**src/verilog/replay_pkg.sv**
```systemverilog
`default_nettype none

package replay_pkg;

  // Queue and memory geometry
  localparam int NUM_QUEUES    = 4;
  localparam int QID_W         = 2;
  localparam int DATA_W        = 32;
  localparam int QUEUE_DEPTH   = 64;
  localparam int OFFSET_W      = 6;
  localparam int PTR_W         = OFFSET_W + 1;
  localparam int ADDR_W        = QID_W + OFFSET_W;

  // Admission needs this many free words
  localparam int MAX_PKT_BEATS = 16;

  typedef struct packed {
    logic [QID_W-1:0]  qid;
    logic [DATA_W-1:0] data;
    logic              last;
  } beat_t;

  typedef struct packed {
    logic [DATA_W-1:0] data;
    logic              last;
  } mem_word_t;

  typedef struct packed {
    logic              valid;
    logic [ADDR_W-1:0] addr;
    mem_word_t         word;
  } mem_wr_req_t;

  typedef struct packed {
    logic              valid;
    logic [ADDR_W-1:0] addr;
  } mem_rd_req_t;

  // One pointer per queue, top bit is the wrap bit
  typedef logic [NUM_QUEUES-1:0][PTR_W-1:0] ptr_vec_t;

endpackage

`default_nettype wire
```
**src/verilog/pkt_writer.sv**
```systemverilog
`timescale 1ns/100ps
`default_nettype none

module pkt_writer (
  input  wire                       clk,
  input  wire                       rst,
  input  wire replay_pkg::beat_t    in_beat,
  input  wire                       in_valid,
  output logic                      in_ready,
  input  wire replay_pkg::ptr_vec_t heads,
  output replay_pkg::mem_wr_req_t   wr_req,
  output replay_pkg::ptr_vec_t      tails
);

  typedef enum logic [1:0] {
    ST_DECIDE,
    ST_STORE,
    ST_DROP
  } state_t;

  state_t                                         state;
  logic [replay_pkg::QID_W-1:0]                   cur_qid;
  logic [replay_pkg::PTR_W-1:0]                   used_words;
  logic [replay_pkg::PTR_W-1:0]                   cur_used;
  logic                                           has_room;
  logic                                           accept;
  logic [$clog2(replay_pkg::MAX_PKT_BEATS+1)-1:0] beat_cnt;

  // Fill level of the queue named by the waiting first beat
  assign used_words = tails[in_beat.qid] - heads[in_beat.qid];
  assign has_room   = (replay_pkg::QUEUE_DEPTH - used_words) >= replay_pkg::MAX_PKT_BEATS;

  // Words already held in the queue being written
  assign cur_used = tails[cur_qid] - heads[cur_qid];

  // Decision cycle holds the source off
  assign in_ready = (state != ST_DECIDE);
  assign accept   = in_valid && in_ready;

  always_comb begin
    wr_req.valid     = accept && (state == ST_STORE);
    wr_req.addr      = {cur_qid, tails[cur_qid][replay_pkg::OFFSET_W-1:0]};
    wr_req.word.data = in_beat.data;
    wr_req.word.last = in_beat.last;
  end

  always_ff @(posedge clk) begin
    if (rst) begin
      state    <= ST_DECIDE;
      cur_qid  <= '0;
      tails    <= '0;
      beat_cnt <= '0;
    end else begin
      case (state)
        ST_DECIDE: begin
          beat_cnt <= '0;
          if (in_valid) begin
            cur_qid <= in_beat.qid;
            if (has_room) begin
              state <= ST_STORE;
            end else begin
              state <= ST_DROP;
            end
          end
        end
        ST_STORE, ST_DROP: begin
          if (accept) begin
            // Only stored beats move the tail
            if (state == ST_STORE) begin
              tails[cur_qid] <= tails[cur_qid] + 1'b1;
              beat_cnt       <= beat_cnt + 1'b1;
            end
            if (in_beat.last) begin
              state <= ST_DECIDE;
            end
          end
        end
        default: begin
          state <= ST_DECIDE;
        end
      endcase
    end
  end

  // Region room was reserved for at most MAX_PKT_BEATS words
  assert property (@(posedge clk) disable iff (rst)
    wr_req.valid |-> beat_cnt < replay_pkg::MAX_PKT_BEATS)
    else $error("Stored packet longer than MAX_PKT_BEATS");

  // Admission keeps every write inside its region
  assert property (@(posedge clk) disable iff (rst)
    wr_req.valid |-> cur_used < replay_pkg::QUEUE_DEPTH)
    else $error("Write would overrun unread words in the region");

endmodule

`default_nettype wire

```
**config.mk**
```make
export PLATFORM = sky130hd
export DESIGN_NAME = pkt_writer
export DESIGN_NICKNAME = d
export VERILOG_FILES = /design/src/verilog/replay_pkg.sv /design/src/verilog/pkt_writer.sv
export SDC_FILE = /design/constraint.sdc
export NUM_CORES = 1
export LEC_CHECK = 0
export ABC_AREA = 1
export CAP_MARGIN = 40
export CORE_MARGIN = 2
export CORE_UTILIZATION = 65
export DETAILED_ROUTE_END_ITERATION = 6
export DONT_BUFFER_PORTS = 1
export GPL_ROUTABILITY_DRIVEN = 1
export HOLD_SLACK_MARGIN = 0.08
export MAX_ROUTING_LAYER = met4
export PLACE_DENSITY = 0.87
export SYNTH_ARGS = -nofsm -noshare
export SYNTH_HDL_FRONTEND = slang
export SYNTH_SLANG_ARGS = --single-unit
```
**constraint.sdc**
```tcl
create_clock -name clk -period 8.9 [get_ports clk]
set_input_delay 1.78 -clock clk [delete_from_list [all_inputs] [get_ports clk]]
set_output_delay 1.78 -clock clk [all_outputs]
set_load 0.01 [all_outputs]
```
==> impl_metrics.tcl <==
set metrics [dict create \
    fin_skew_ns 0.00337 \
    initial_core_util 0.674 \
    critical_path_arrival_ns 4.25 \
    drive_gt1_frac 0.0382 \
    required_ns 9.12 \
    drtPass1Iterations 5 \
    critical_path_buf_inv_count 3 \
    slowest_delay_ns 0.47 \
    total_power_mw 0.381 \
    finalMaxSlewViolations 0 \
    grt_setup_unrepaired "no" \
    relSlewSlack 0.433 \
    fin_tns_setup_ns 0 \
    cpMostUsedCell "nand2_1" \
    rows 23 \
    ioPinCount 137 \
    root_buffer "clkbuf_8" \
    grt_pass1_wl_mm 11.2 \
    synth_top_cell_area_share 0.239 \
    drc 0 \
    ctsHoldBuffers 0 \
    final_core_util 0.638 \
    dpl.hpwl_mm 5.38 \
    cts-htree-levels 2 \
    dieWidth_um 68.2 \
    synth_fp_nets 534 \
    clk_path_buf_depth 2 \
    grt_overflow 0 \
    max_cap_violations 0 \
    syn_area_um2 2680 \
    via_per_inst 6.02 \
    grt_pass1_vias 2481 \
    drtIter0Drc 199 \
    finalCriticalPeriod_ns 4.03 \
    ys_warn_count 0 \
    worst_path_max_delay_cell "clkinv_1" \
    dieArea_um2 4650 \
    portBuffers 0 \
    tightest_slew_ns 0.848 \
    coreArea_um2 3970 \
    cp_top_family "buffers and inverters" \
    cts.sinks 32 \
    synth-seq-area-share 0.239 \
    cts_tree "done" \
    area_growth_pct -5.28 \
    layout_common_cells "122 x nand2_1, 67 x nor2_1, 57 x inv_1" \
    period_share 0.453 \
    vias 2822 \
    path_max_fanout 27 \
    syn_avg_cell_area_um2 5.84 \
    antenna_found_initial 0 \
    hold_path_class "flop to flop" \
    syn_inst 458 \
    placed_area_um2 2440 \
    finalHoldViolCount 0 \
    status "completed" \
    cts_inserted_buffers 5 \
    place.gp.congestion 0.972 \
    end_kind "flop" \
    wl_per_cell_um 15.1 \
    die_height_um 68.2 \
    clkTransAtPathRegs_ns 0.07 \
    grt_usage 0.325 \
    design_area_um2 2530 \
    finalSetupViolCount 0 \
    path_class "input pin to flop" \
    drt-total-wl_mm 7.07 \
    num_antenna_cells 0 \
    synth.area.top_cells "dfxtp_1 24%, nand2_1 17%, nor2_1 9.4%" \
    max_clock_freq_mhz 248 \
    synthDistinctLibCells 25 \
    clock_latency_ns 0.29 \
    grt_max_degree 28 \
    cellPowerDensity_nw_per_um2 150 \
    final_nets 495 \
    synth-seq-cells 32 \
    crit_path_cell_trace "clkinv_1 > o21ai_0 > o22ai_1 > ha_1 > inv_1 > fa_1 > inv_1 > nand2_1 > nor2_1 > nand3_1 > nor2_1 > nand2_1 > nand2_1 > nand3_1 > a21oi_1" \
    critPathLaunchType "input pin" \
    p_leak_nw 1.30 \
    ir_worst_vdd_v 0.000102 \
    ant_nets 0 \
    layout_commonest_cell "nand2_1" \
    cts_setup_buffers 0 \
    yosysTopAreaCell "dfxtp_1" \
    cts_resized 0 \
]
-- cell usage after synthesis --
| master | count |
|---|---|
| a21oi_1 | 28 |
| a22oi_1 | 2 |
| a32o_1 | 6 |
| and2_4 | 1 |
| buf_2 | 3 |
| buf_4 | 33 |
| clkbuf_1 | 10 |
| clkinv_1 | 1 |
| dfxtp_1 | 32 |
| fa_1 | 1 |
| ha_1 | 9 |
| inv_1 | 57 |
| inv_2 | 6 |
| nand2_1 | 122 |
| nand3_1 | 36 |
| nand3b_1 | 1 |
| nand4_1 | 5 |
| nand4_2 | 1 |
| nor2_1 | 67 |
| nor2_2 | 1 |
| nor3_1 | 1 |
| o21ai_0 | 27 |
| o21ai_1 | 1 |
| o22ai_1 | 6 |
| xor2_1 | 1 |
-- cell families (layout without fill, tap and decap cells) --
family	Yosys count	count (layout)	synth area share
compound gates	70	70	0.147
simple gates	235	235	0.359
fa+ha+maj	10	10	0.0496
flops	32	32	0.239
xor+xnor	1	1	0.00327
buf+inv	110	71	0.202
-- report_power, final --
group,total (mW),leakage (nW),switching (mW),internal [mW]
logic,0.102,0.987,0.0677,0.0340
registers,0.158,0.259,0.00869,0.149
clock network,0.122,0.0503,0.0530,0.0688
-- through the flow --
step | std cells | hold WS [ns] | setup WS, ns
2_1_floorplan | 458 | 0.445 | 4.89
3_3_place_gp | 462 | 0.453 | 4.76
3_5_place_dp | 462 | 0.461 | 4.64
4_1_cts | 469 | 0.472 | 4.92
5_1_grt | 469 | 0.521 | 4.53
6_report | 469 | 0.481 | 4.87
-- sequential cells by signal, indices dropped and copies added, names as in the netlist --
| signal | flops |
|---|---|
| tails | 28 |
| cur_qid | 2 |
| state | 2 |
-- layer usage --
layer	up-vias	track usage	part of all wire
met5	-	-	0
met4	0	0.160	0.024
met3	22	0.0789	0.13
met2	197	0.511	0.46
met1	1258	0.389	0.39
li1	1345	-	-
-- worst register-to-register path, delay by kind of cell, from the launching register on --
kind / cells / cell delay, ns
DFF: 1 / 0.47
and+or+nand+nor: 7 / 0.60
AOI/OAI and AO/OA: 3 / 0.47
buffers and inverters: 2 / 0.18
adders and majority gates: 2 / 0.62
-- final timing paths --
path                               start                    end  slack, ns  cells after the start
setup / recovery             in_beat[33]  state[1]$_SDFFE_PP0P_       4.87                     15
hold / removal     state[1]$_SDFFE_PP0P_  state[1]$_SDFFE_PP0P_       0.48                      2
setup reg to reg  tails[21]$_SDFFE_PP0P_  state[1]$_SDFFE_PP0P_       6.48                     14
hold reg to reg    state[1]$_SDFFE_PP0P_  state[1]$_SDFFE_PP0P_       0.48                      2
-- layout make-up --
cell class / count / area, um^2
inverter: 64 / 240
sequential: 32 / 641
fill: 393 / 1440
multi-input combinational: 316 / 1500
tap: 50 / 62.6
clock buffer: 7 / 96.3
Power figures use the tool's default switching activity.
