<file path="src/verilog/replay_pkg.sv">
`default_nettype none

package replay_pkg;

  // Queue and memory geometry
  localparam int NUM_QUEUES    = 4;
  localparam int QID_W         = 2;
  localparam int DATA_W        = 32;
  localparam int QUEUE_DEPTH   = 64;
  localparam int OFFSET_W      = 6;
  localparam int PTR_W         = OFFSET_W + 1;
  localparam int ADDR_W        = QID_W + OFFSET_W;

  // Admission needs this many free words
  localparam int MAX_PKT_BEATS = 16;

  typedef struct packed {
    logic [QID_W-1:0]  qid;
    logic [DATA_W-1:0] data;
    logic              last;
  } beat_t;

  typedef struct packed {
    logic [DATA_W-1:0] data;
    logic              last;
  } mem_word_t;

  typedef struct packed {
    logic              valid;
    logic [ADDR_W-1:0] addr;
    mem_word_t         word;
  } mem_wr_req_t;

  typedef struct packed {
    logic              valid;
    logic [ADDR_W-1:0] addr;
  } mem_rd_req_t;

  // One pointer per queue, top bit is the wrap bit
  typedef logic [NUM_QUEUES-1:0][PTR_W-1:0] ptr_vec_t;

endpackage

`default_nettype wire
</file>
<file path="src/verilog/pkt_reader.sv">
`timescale 1ns/100ps
`default_nettype none

module pkt_reader (
  input  wire                        clk,
  input  wire                        rst,
  input  wire                        replay_en,
  input  wire replay_pkg::ptr_vec_t  tails,
  output replay_pkg::ptr_vec_t       heads,
  output replay_pkg::mem_rd_req_t    rd_req,
  input  wire                        rd_grant,
  input  wire replay_pkg::mem_word_t rd_word,
  output replay_pkg::beat_t          out_beat,
  output logic                       out_valid,
  input  wire                        out_ready
);

  logic                               pkt_open;
  logic                               rd_pending;
  logic [replay_pkg::QID_W-1:0]       cur_q;
  logic [replay_pkg::QID_W-1:0]       next_q;
  logic                               found;
  logic [replay_pkg::NUM_QUEUES-1:0]  nonempty;
  logic                               out_free;

  always_comb begin
    for (int i = 0; i < replay_pkg::NUM_QUEUES; i++) begin
      nonempty[i] = (heads[i] != tails[i]);
    end
  end

  // Round robin search starting after the queue served last
  always_comb begin : rr_pick
    logic [replay_pkg::QID_W-1:0] cand;
    found  = 1'b0;
    next_q = cur_q;
    cand   = cur_q;
    for (int i = 0; i < replay_pkg::NUM_QUEUES; i++) begin
      cand = cand + 1'b1;
      if (!found && nonempty[cand]) begin
        found  = 1'b1;
        next_q = cand;
      end
    end
  end

  // Output register is empty now or drains this cycle
  assign out_free = !out_valid || out_ready;

  always_comb begin
    rd_req.valid = pkt_open && !rd_pending && nonempty[cur_q] && out_free;
    rd_req.addr  = {cur_q, heads[cur_q][replay_pkg::OFFSET_W-1:0]};
  end

  always_ff @(posedge clk) begin
    if (rst) begin
      pkt_open   <= 1'b0;
      rd_pending <= 1'b0;
      // Queue 0 comes first after reset
      cur_q      <= '1;
      heads      <= '0;
      out_valid  <= 1'b0;
    end else begin
      rd_pending <= rd_grant;
      if (rd_grant) begin
        heads[cur_q] <= heads[cur_q] + 1'b1;
      end

      if (!pkt_open) begin
        if (replay_en && found) begin
          pkt_open <= 1'b1;
          cur_q    <= next_q;
        end
      end else if (rd_pending && rd_word.last) begin
        // Last word is back, packet done
        pkt_open <= 1'b0;
      end

      if (rd_pending) begin
        out_valid <= 1'b1;
      end else if (out_ready) begin
        out_valid <= 1'b0;
      end
    end
  end

  always_ff @(posedge clk) begin
    if (rd_pending) begin
      out_beat.qid  <= cur_q;
      out_beat.data <= rd_word.data;
      out_beat.last <= rd_word.last;
    end
  end

  // Returning data always lands in an empty output register
  assert property (@(posedge clk) disable iff (rst)
    rd_pending |-> !out_valid)
    else $error("Read data arrived while the output register was full");

  // Stalled beat must hold until taken
  assert property (@(posedge clk) disable iff (rst)
    (out_valid && !out_ready) |=> (out_valid && $stable(out_beat)))
    else $error("Output beat changed under back-pressure");

endmodule

`default_nettype wire

</file>
<file path="config.mk">
export PLATFORM = sky130hd
export DESIGN_NAME = pkt_reader
export DESIGN_NICKNAME = d
export VERILOG_FILES = /design/src/verilog/replay_pkg.sv /design/src/verilog/pkt_reader.sv
export SDC_FILE = /design/constraint.sdc
export NUM_CORES = 1
export LEC_CHECK = 0
export BUFFER_PORTS_ARGS = -buffer_cell sky130_fd_sc_hd__buf_2
export CAP_MARGIN = 0
export CORE_ASPECT_RATIO = 1.5
export CORE_MARGIN = 5
export CORE_UTILIZATION = 50
export CTS_BUF_LIST = sky130_fd_sc_hd__clkbuf_4
export DETAILED_ROUTE_END_ITERATION = 16
export PLACE_DENSITY = 0.85
export SLEW_MARGIN = 10
export SYNTH_ARGS = -nofsm -noshare
export SYNTH_HDL_FRONTEND = slang
export SYNTH_SLANG_ARGS = --single-unit
</file>
<file path="constraint.sdc">
create_clock -name clk -period 5.9 [get_ports clk]
set_clock_uncertainty 0.15 [all_clocks]
set_input_delay 0.59 -clock clk [delete_from_list [all_inputs] [get_ports clk]]
set_output_delay 0.59 -clock clk [all_outputs]
set_load 0.01 [all_outputs]
</file>
==> results by group, run 1 <==
STA
  – Final hold vios: 0
  – Final WS setup: around 2.6 ns
  – Setup TNS Final: 0 ns
  – Max Fclk: 301 MHz
  – Crit share post-route: between 50% and 60%
  – Final Max Slew Viols: 0
  – Slew @ Worst Pin: approximately 0.73 ns
  – RSZ-0062 raised after global routing: no
  – Final setup viols: 0
  – Slew HR: approximately 51%
  – Hold Slack: approximately 0.20 ns
  – Final Critical Period: 3.32 ns

Global route
  – Grt ovf: 0
  – Pin count of the biggest net entering global routing: 38
  – Global-route wire length before repair: around 12000 microns
  – Initial antenna violation count: 0
  – Number of global-route vias before repair: between 2000 and 2500
  – GRT Total Usage: roughly 21%

Floorplan
  – Core Box Area: around 5800 sq um
  – Num rows: 34
  – Die height: between 100 and 150 microns
  – Initial core utilization: about half
  – Ports: about 140
  – Die area: 7600 sq um
  – Die extent in x: roughly 73 microns

Routing
  – Vias per inst: 5.44
  – DR WL/cell: around 18 microns
  – DRC: 0
  – Iter 0 DRT Violations: about 150
  – Routed vias: between 2000 and 2500
  – Routed wire length: between 7000 and 8000 microns
  – Post-route ant nets: 0
  – Drt pass-1 iters: 4

Setup path
  – Worst r2r path cells: 6
  – Critical Path AT: between 2 and 3 ns
  – Required @ worst endpoint: slightly above 5 ns
  – CP delay by family, top: simple AND/OR/NAND/NOR gates
  – CP Buf/Inv Count: 1
  – CP Class: register to output pin
  – Worst path slowest cell: mux4_2
  – CP max stage delay: about 0.57 ns
  – Worst r2r src: cur_q[0]
  – Startpoint types: register
  – Reg2Reg Setup Slack: approximately 3 ns
  – Max FO, Critical Path: 7
  – Crit-path cells: xor2_1 > nor4_1 > nand4_1 > mux4_2 > and3_1 > buf_2
  – R2r endpoint: heads[6]
  – Setup crit end kind: output pin

Clock network
  – Clock Sink Count: 68
  – CTS resizes: 0
  – Htree depth: 3
  – # hold bufs at CTS: 0
  – CTS buffer count: 9
  – TritonCTS clock tree: done
  – Root Driver: clkbuf_4
  – CTS max path bufs: 2
  – Worst-Skew Late Latency: ~0.4 ns
  – Setup Buffers After CTS: 0
  – Worst-path clk slew: about 0.12 ns

Finish
  – Antenna Cells: 0
  – Layout cells sized above 1: ~45%
  – Nets: 445
  – Area grow syn2layout: 30.6%
  – Number of fill cells: about 470

Placed design
  – Place WS: 2.69 ns
  – IO buf count: approximately 140
  – Dpl hpwl: approximately 6200 microns
  – Gpl congestion: ~0.96

Logic synthesis
  – Sequential fraction of the synthesis area: ~58%
  – Avg Cell Area, Syn: 12.6 sq um
  – Distinct cell type count after synthesis: 31
  – Synth Area in XOR/XNOR: under 10%
  – Post-synthesis instance area: 2960 sq um
  – Simple logic cell fraction of the synthesized area: a little under an eighth
  – Synth Area in Compound Gates: between 8 and 9%
  – Post-synthesis mux area share: between 7 and 8%
  – Post-synth top area share: approximately 35%
  – Synth Net Count: 306
  – Largest family of logic cells by synthesized area: simple AND/OR/NAND/NOR gates
  – Synth Register Bits: between 60 and 70
  – Ys Warns: 0
  – Top cells by area, synth: edfxtp_1, dfxtp_1, a211oi_1
  – Synth Instances: 235
  – Synth area leader: edfxtp_1
  – Post-Synth Adder-Cell Area: ~2.1%

Power and ir drop
  – P_leak: approximately 0.0017 uW
  – Overall power: around 1100 uW
  – Cell Pwr Density: 273 nW/um^2
  – Max IR drop VDD: between 200 and 250 uV

Worst hold path
  – Hold Path Depth: 1
  – HP Start: rd_word[18]
  – Worst min path class: primary input to register
  – WHS Endpoint: out_beat[18]

Run
  – Max Cap Viol: 0

Status
  – Status: complete, no violations
[how the worst max path moves through the flow]
stage,startpoint,end,slack (ns),cells past startpoint
6_report,heads[18],rd_req[8],2.58,6
2_1_floorplan,tails[13],rd_req[8],3.24,5
3_3_place_gp,tails[18],rd_req[8],2.75,7
5_1_grt,heads[18],rd_req[8],2.41,6
4_1_cts,heads[18],rd_req[8],2.55,6
3_5_place_dp,tails[18],rd_req[8],2.69,7
[through the flow]
stage               utilization, %  area, sq um  cells
detailed placement            64.0         3700    435
finish                        66.9         3870    451
global placement              64.0         3700    435
global route                  66.9         3870    451
floorplan                        -         2960    235
CTS                           66.9         3870    451
[final cells by class]
class,instances,area [sq um],share of cell area (%)
clock buffers,10,75.1,1.94
clock inverters,6,90.1,2.33
inverters,4,15.0,0.388
multi-input cells,152,1190,30.7
flip-flops and latches,68,1710,44.2
well taps,72,90.1,2.33
repair buffers,139,698,18.0
[worst reg2reg max path, delay by kind of cell, from the launching register on]
family                   cells  cell delay (ns)
flip-flops                   1             0.81
multiplexers                 1             0.73
XOR/XNOR                     1             0.43
AND/OR/NAND/NOR              2             0.19
AO/OA/AOI/OAI                1             0.16
adder cells (fa/ha/maj)      1             0.27
[routing by layer]
metal | track usage, % | up-vias | part of all wire, %
li1 | - | 1140 | -
met1 | 24.5 | 1111 | 37
met2 | 33.6 | 173 | 49
met3 | 5.61 | 29 | 10
met4 | 11.2 | 0 | 3.8
met5 | 0 | - | 0
[cell usage in the layout (no fill, tap or decap), types with 3 or more instances in the layout]
cell and instances:
nand4_2 3, a21oi_1 4, xnor2_1 15, nor3b_1 3, nand2_1 5, edfxtp_1 35
nor2_1 35, inv_1 4, mux4_2 7, a211oi_1 25, ha_1 5, dfxtp_1 33
xor2_1 18, o21ai_0 3, clkbuf_4 10, buf_2 138, mux2i_1 4, nor4_2 3
and2_0 4, nor4_1 3
[synthesized netlist by cell type, drive strengths merged]
| library cell | number |
|---|---|
| a211oi | 25 |
| nor3 | 1 |
| a21oi | 4 |
| clkbuf | 8 |
| edfxtp | 35 |
| o21ai | 3 |
| nor2b | 2 |
| nor4 | 6 |
| a211o | 1 |
| mux4 | 8 |
| xnor2 | 15 |
| nor3b | 3 |
| nand2b | 2 |
| nand2 | 5 |
| nand3 | 2 |
| nand4 | 5 |
| o41ai | 1 |
| o31ai | 2 |
| buf | 3 |
| and2 | 4 |
| inv | 4 |
| mux2i | 4 |
| ha | 5 |
| xor2 | 18 |
| and3 | 1 |
| dfxtp | 33 |
| nor2 | 35 |
[kinds of logic after synthesis]
kind of cell               Yosys count
muxes                               12
and+or+nand+nor                     66
DFF                                 68
buffers and inverters               15
xor gates and xnor gates            33
adders and majority gates            5
AOI/OAI and AO/OA                   36
[state kept, by name, summed over array words and instances (netlist names)]
name / cells
pkt_open: 1
rd_pending: 1
cur_q: 2
out_valid: 1
out_beat: 35
heads: 28
[where the power goes]
| part | leakage (uW) | total [uW] | switching, uW | internal [uW] |
|---|---|---|---|---|
| combinational | 0.000993 | 167 | 91.7 | 75.7 |
| sequential | 0.000597 | 551 | 27.8 | 523 |
| clock | 0.0000866 | 338 | 161 | 177 |
| total | 0.00168 | 1060 | 280 | 776 |
No activity file was read; power rests on OpenSTA's default activity.
==> run 2: changes to the inputs <==
--- a/config.mk
+++ b/config.mk
@@ -5,6 +5,7 @@
 export SDC_FILE = /design/constraint.sdc
 export NUM_CORES = 1
 export LEC_CHECK = 0
+export ABC_AREA = 1
 export BUFFER_PORTS_ARGS = -buffer_cell sky130_fd_sc_hd__buf_2
 export CAP_MARGIN = 0
 export CORE_ASPECT_RATIO = 1.5
@@ -12,7 +13,7 @@
 export CORE_UTILIZATION = 50
 export CTS_BUF_LIST = sky130_fd_sc_hd__clkbuf_4
 export DETAILED_ROUTE_END_ITERATION = 16
-export PLACE_DENSITY = 0.85
+export PLACE_DENSITY = 0.83
 export SLEW_MARGIN = 10
 export SYNTH_ARGS = -nofsm -noshare
 export SYNTH_HDL_FRONTEND = slang
==> constraint.sdc (replaced) <==
create_clock -name clk -period 3.36 [get_ports clk]
set_clock_uncertainty 0.15 [all_clocks]
set_input_delay 0.336 -clock clk [delete_from_list [all_inputs] [get_ports clk]]
set_output_delay 0.336 -clock clk [all_outputs]
set_load 0.01 [all_outputs]
==> run 2 against run 1 <==
Total power is 100% higher. Wire length is 23% higher. Clock power is 100% higher. Via count is 32% higher. Largest cell class unchanged.
==> results by group, run 2 <==
Status
  – Status: complete, no violations

Global route
  – GRT Total Usage: 24.1% (+3.3 points)
  – Pin count of the biggest net entering global routing: 38 (unchanged)
  – Grt ovf: 0 (unchanged)
  – Global-route wire length before repair: 15900 microns (+33%)
  – Number of global-route vias before repair: 3231 (+32%)
  – Initial antenna violation count: 0 (unchanged)

Power and ir drop
  – Max IR drop VDD: 345 uV (+62%)
  – P_leak: 0.00231 uW (+38%)
  – Overall power: 2110 uW (+100%)
  – Cell Pwr Density: 460 nW/um^2 (+68%)

Routing
  – DRC: 0 (unchanged)
  – Routed vias: 3229 (+32%)
  – Post-route ant nets: 0 (unchanged)
  – DR WL/cell: 15.1 microns (-13%)
  – Iter 0 DRT Violations: 171 (+18%)
  – Vias per inst: 5.05 (-7.2%)
  – Drt pass-1 iters: 4 (unchanged)
  – Routed wire length: 9690 microns (+23%)

Logic synthesis
  – Synth Net Count: 456 (+49%)
  – Most frequent cell after synthesis: nand2_1
  – Post-synthesis instance area: 3320 sq um (+12%)
  – Avg Cell Area, Syn: 8.62 sq um (-32%)
  – Distinct cell type count after synthesis: 30 (-3.2%)
  – Top cells by area, synth: edfxtp_1, dfxtp_1, nand2_1
  – Ys Warns: 0 (unchanged)
  – Number of synthesized flops with an enable pin: 35 (unchanged)
  – Synth Register Bits: 68 (unchanged)
  – Main synth FF type: edfxtp_1
  – Commonest cells post-synth: nand2_1, inv_1, nor2_1
  – Sequential fraction of the synthesis area: 51.6% (-6.2 points)
  – Asr flop ratio synth: 0% (unchanged)
  – Synth area leader: edfxtp_1
  – Post-synth top area share: 31.7% (-3.8 points)
  – Synth Instances: 385 (+64%)

STA
  – Crit share post-route: 72.8%
  – Final Max Slew Viols: 0 (unchanged)
  – Slew HR: 61.6% (+10 points)
  – Final Critical Period: about 2.4 ns
  – Final setup viols: 0 (unchanged)
  – Max Fclk: slightly above 400 MHz
  – Final WS setup: 0.914 ns (-1.66 ns)
  – Final hold vios: 0 (unchanged)
  – Slew @ Worst Pin: 0.576 ns (-0.156 ns)
  – Setup TNS Final: 0 ns (unchanged)
  – RSZ-0062 raised after global routing: no

Worst hold path
  – Worst min path class: primary input to register

Finish
  – Nets: 630 (+42%)
  – Biggest register: out_beat
  – Number of fill cells: 526 (+12%)
  – Most common cell after layout, fill and taps aside: buf_2
  – Area grow syn2layout: 38.2%
  – Final cell count without fillers: 640 (+42%)
  – Largest register FFs: 35 (unchanged)
  – Antenna Cells: 0 (unchanged)
  – Reg area: 1710 sq um (unchanged)
  – Layout cells sized above 1: 30.5% (-14 points)
  – Multi-input gate area: 1310 sq um (+9.9%)
  – Most frequent cells in the layout: buf_2, nand2_1, inv_1, nor2_1, edfxtp_1
  – Largest registers: out_beat x35, heads x28, cur_q x2

Placed design
  – Dpl hpwl: 7300 microns (+17%)
  – IO buf count: 138 (unchanged)
  – Place WS: 0.929 ns (-1.76 ns)
  – Cells after DPL: 591 (+36%)
  – Gpl congestion: 0.889 (-7.8%)

Clock network
  – CTS max path bufs: 2 (unchanged)
  – CTS buffer count: 9 (unchanged)
  – Worst-Skew Late Latency: 0.41 ns (about the same)
  – Htree depth: 3 (unchanged)
  – CTS resizes: 0 (unchanged)
  – Worst-path clk slew: 0.11 ns (about the same)
  – Clock Sink Count: 68 (unchanged)
  – TritonCTS clock tree: done
  – Root Driver: clkbuf_4

Setup path
  – Startpoint types: register
  – CP delay by family, top: simple AND/OR/NAND/NOR gates
  – CP Class: register to register
  – Crit-path cells: inv_1 > ha_1 > xor2_1 > inv_2 > nand3_1 > nand2_1 > a21oi_2 > nand3b_1 > nand2_1 > inv_1 > nand2_1 > nand2_1
  – CP Buf/Inv Count: 3 (+2)
  – Most common cell on crit path: nand2_1
  – Setup crit end kind: register
  – CP max stage delay: 0.43 ns (-0.14 ns)
  – Required @ worst endpoint: 3.52 ns (-1.64 ns)
  – Reg2Reg Setup Slack: 0.91 ns (-2.10 ns)
  – Max FO, Critical Path: 12 (+5)
  – Critical Path AT: 2.60 ns (+0.02 ns)
  – Worst path slowest cell: ha_1

Floorplan
  – Die extent in x: 76.5 microns (+5.0%)
  – Die area: 8400 sq um (+11%)
  – Core Box Area: 6490 sq um (+12%)
  – Num rows: 36 (+5.9%)
  – Initial core utilization: 51.1% (-0.073 points)
  – Die height: 110 microns (+5.3%)
  – Ports: 139 (unchanged)

Run
  – Max Cap Viol: 0 (unchanged)
run 2: changes by cell type in the layout (fill, tap and decap cells not counted), moves of 12 or more:
cell / previous run / this run
o21ai_0: 3 / 27
a21oi_1: 4 / 31
nand3_1: 2 / 20
a211oi_1: 25 / 0
inv_1: 4 / 58
nand2_1: 5 / 71
xor2_1: 18 / 6
dlygate4sd3_1: 0 / 33
run 2: power breakdown:
part	leakage, uW	internal [uW]	total, uW	switching [uW]
Sequential	0.000597	922	960	37.8
Clock	0.000101	386	677	290
Combinational	0.00161	192	472	281
Total	0.00231	1500	2110	609
run 2: final timing paths:
check,start,end,cells after the start
worst min register to register,cur_q[0],out_beat[33],0
worst min-delay path,rd_grant,rd_pending,3
worst max register to register,cur_q[0],cur_q[1],12
worst max-delay path,cur_q[0],cur_q[1],12
run 2: worst reg2reg max path, stage by stage (launching register included):
cell	delay [ns]
dfxtp_1	0.37
inv_1	0.19
ha_1	0.44
xor2_1	0.40
inv_2	0.08
nand3_1	0.10
nand2_1	0.10
a21oi_2	0.19
nand3b_1	0.10
nand2_1	0.10
inv_1	0.05
nand2_1	0.05
nand2_1	0.04
run 2: cell type report:
| cell class | count | share of cell area (%) |
|---|---|---|
| flip-flops and latches | 68 | 37.3 |
| clock buffers | 10 | 1.64 |
| repair buffers | 174 | 22.8 |
| well taps | 76 | 2.07 |
| inverters | 64 | 5.27 |
| clock inverters | 6 | 2.46 |
| multi-input cells | 242 | 28.5 |
run 2: cell families after synthesis:
| family | Yosys count | share of synthesized area [%] |
|---|---|---|
| compound gates | 75 | 12.6 |
| fa+ha+maj | 5 | 1.89 |
| xor+xnor | 27 | 7.58 |
| flops | 68 | 51.6 |
| simple gates | 135 | 17.3 |
| buf+inv | 75 | 9.02 |
run 2: stage by stage:
| stage | utilization, % | area [sq um] | hold WS [ns] |
|---|---|---|---|
| after floorplan | - | 3320 | 0.285 |
| after global placement | 62.7 | 4070 | 0.307 |
| after detailed placement | 62.7 | 4070 | 0.320 |
| after CTS | 70.7 | 4590 | 0.0198 |
| after global routing | 70.7 | 4590 | 0.0317 |
| final | 70.7 | 4590 | 0.0469 |
run 2: what timing repair did:
item,in CTS,in global routing
hold endpoints to repair,33,0
hold buffers,33,0
buffers inserted,0,0
run 2: routing by layer:
layer / part of all wire [%] / GRT usage (%) / vias to the layer above
met3: 8.4 / 6.56 / 25
met4: 3.4 / 10.6 / 0
met1: 37 / 26.2 / 1443
met5: 0 / 0 / -
li1: - / - / 1590
met2: 51 / 43.6 / 171
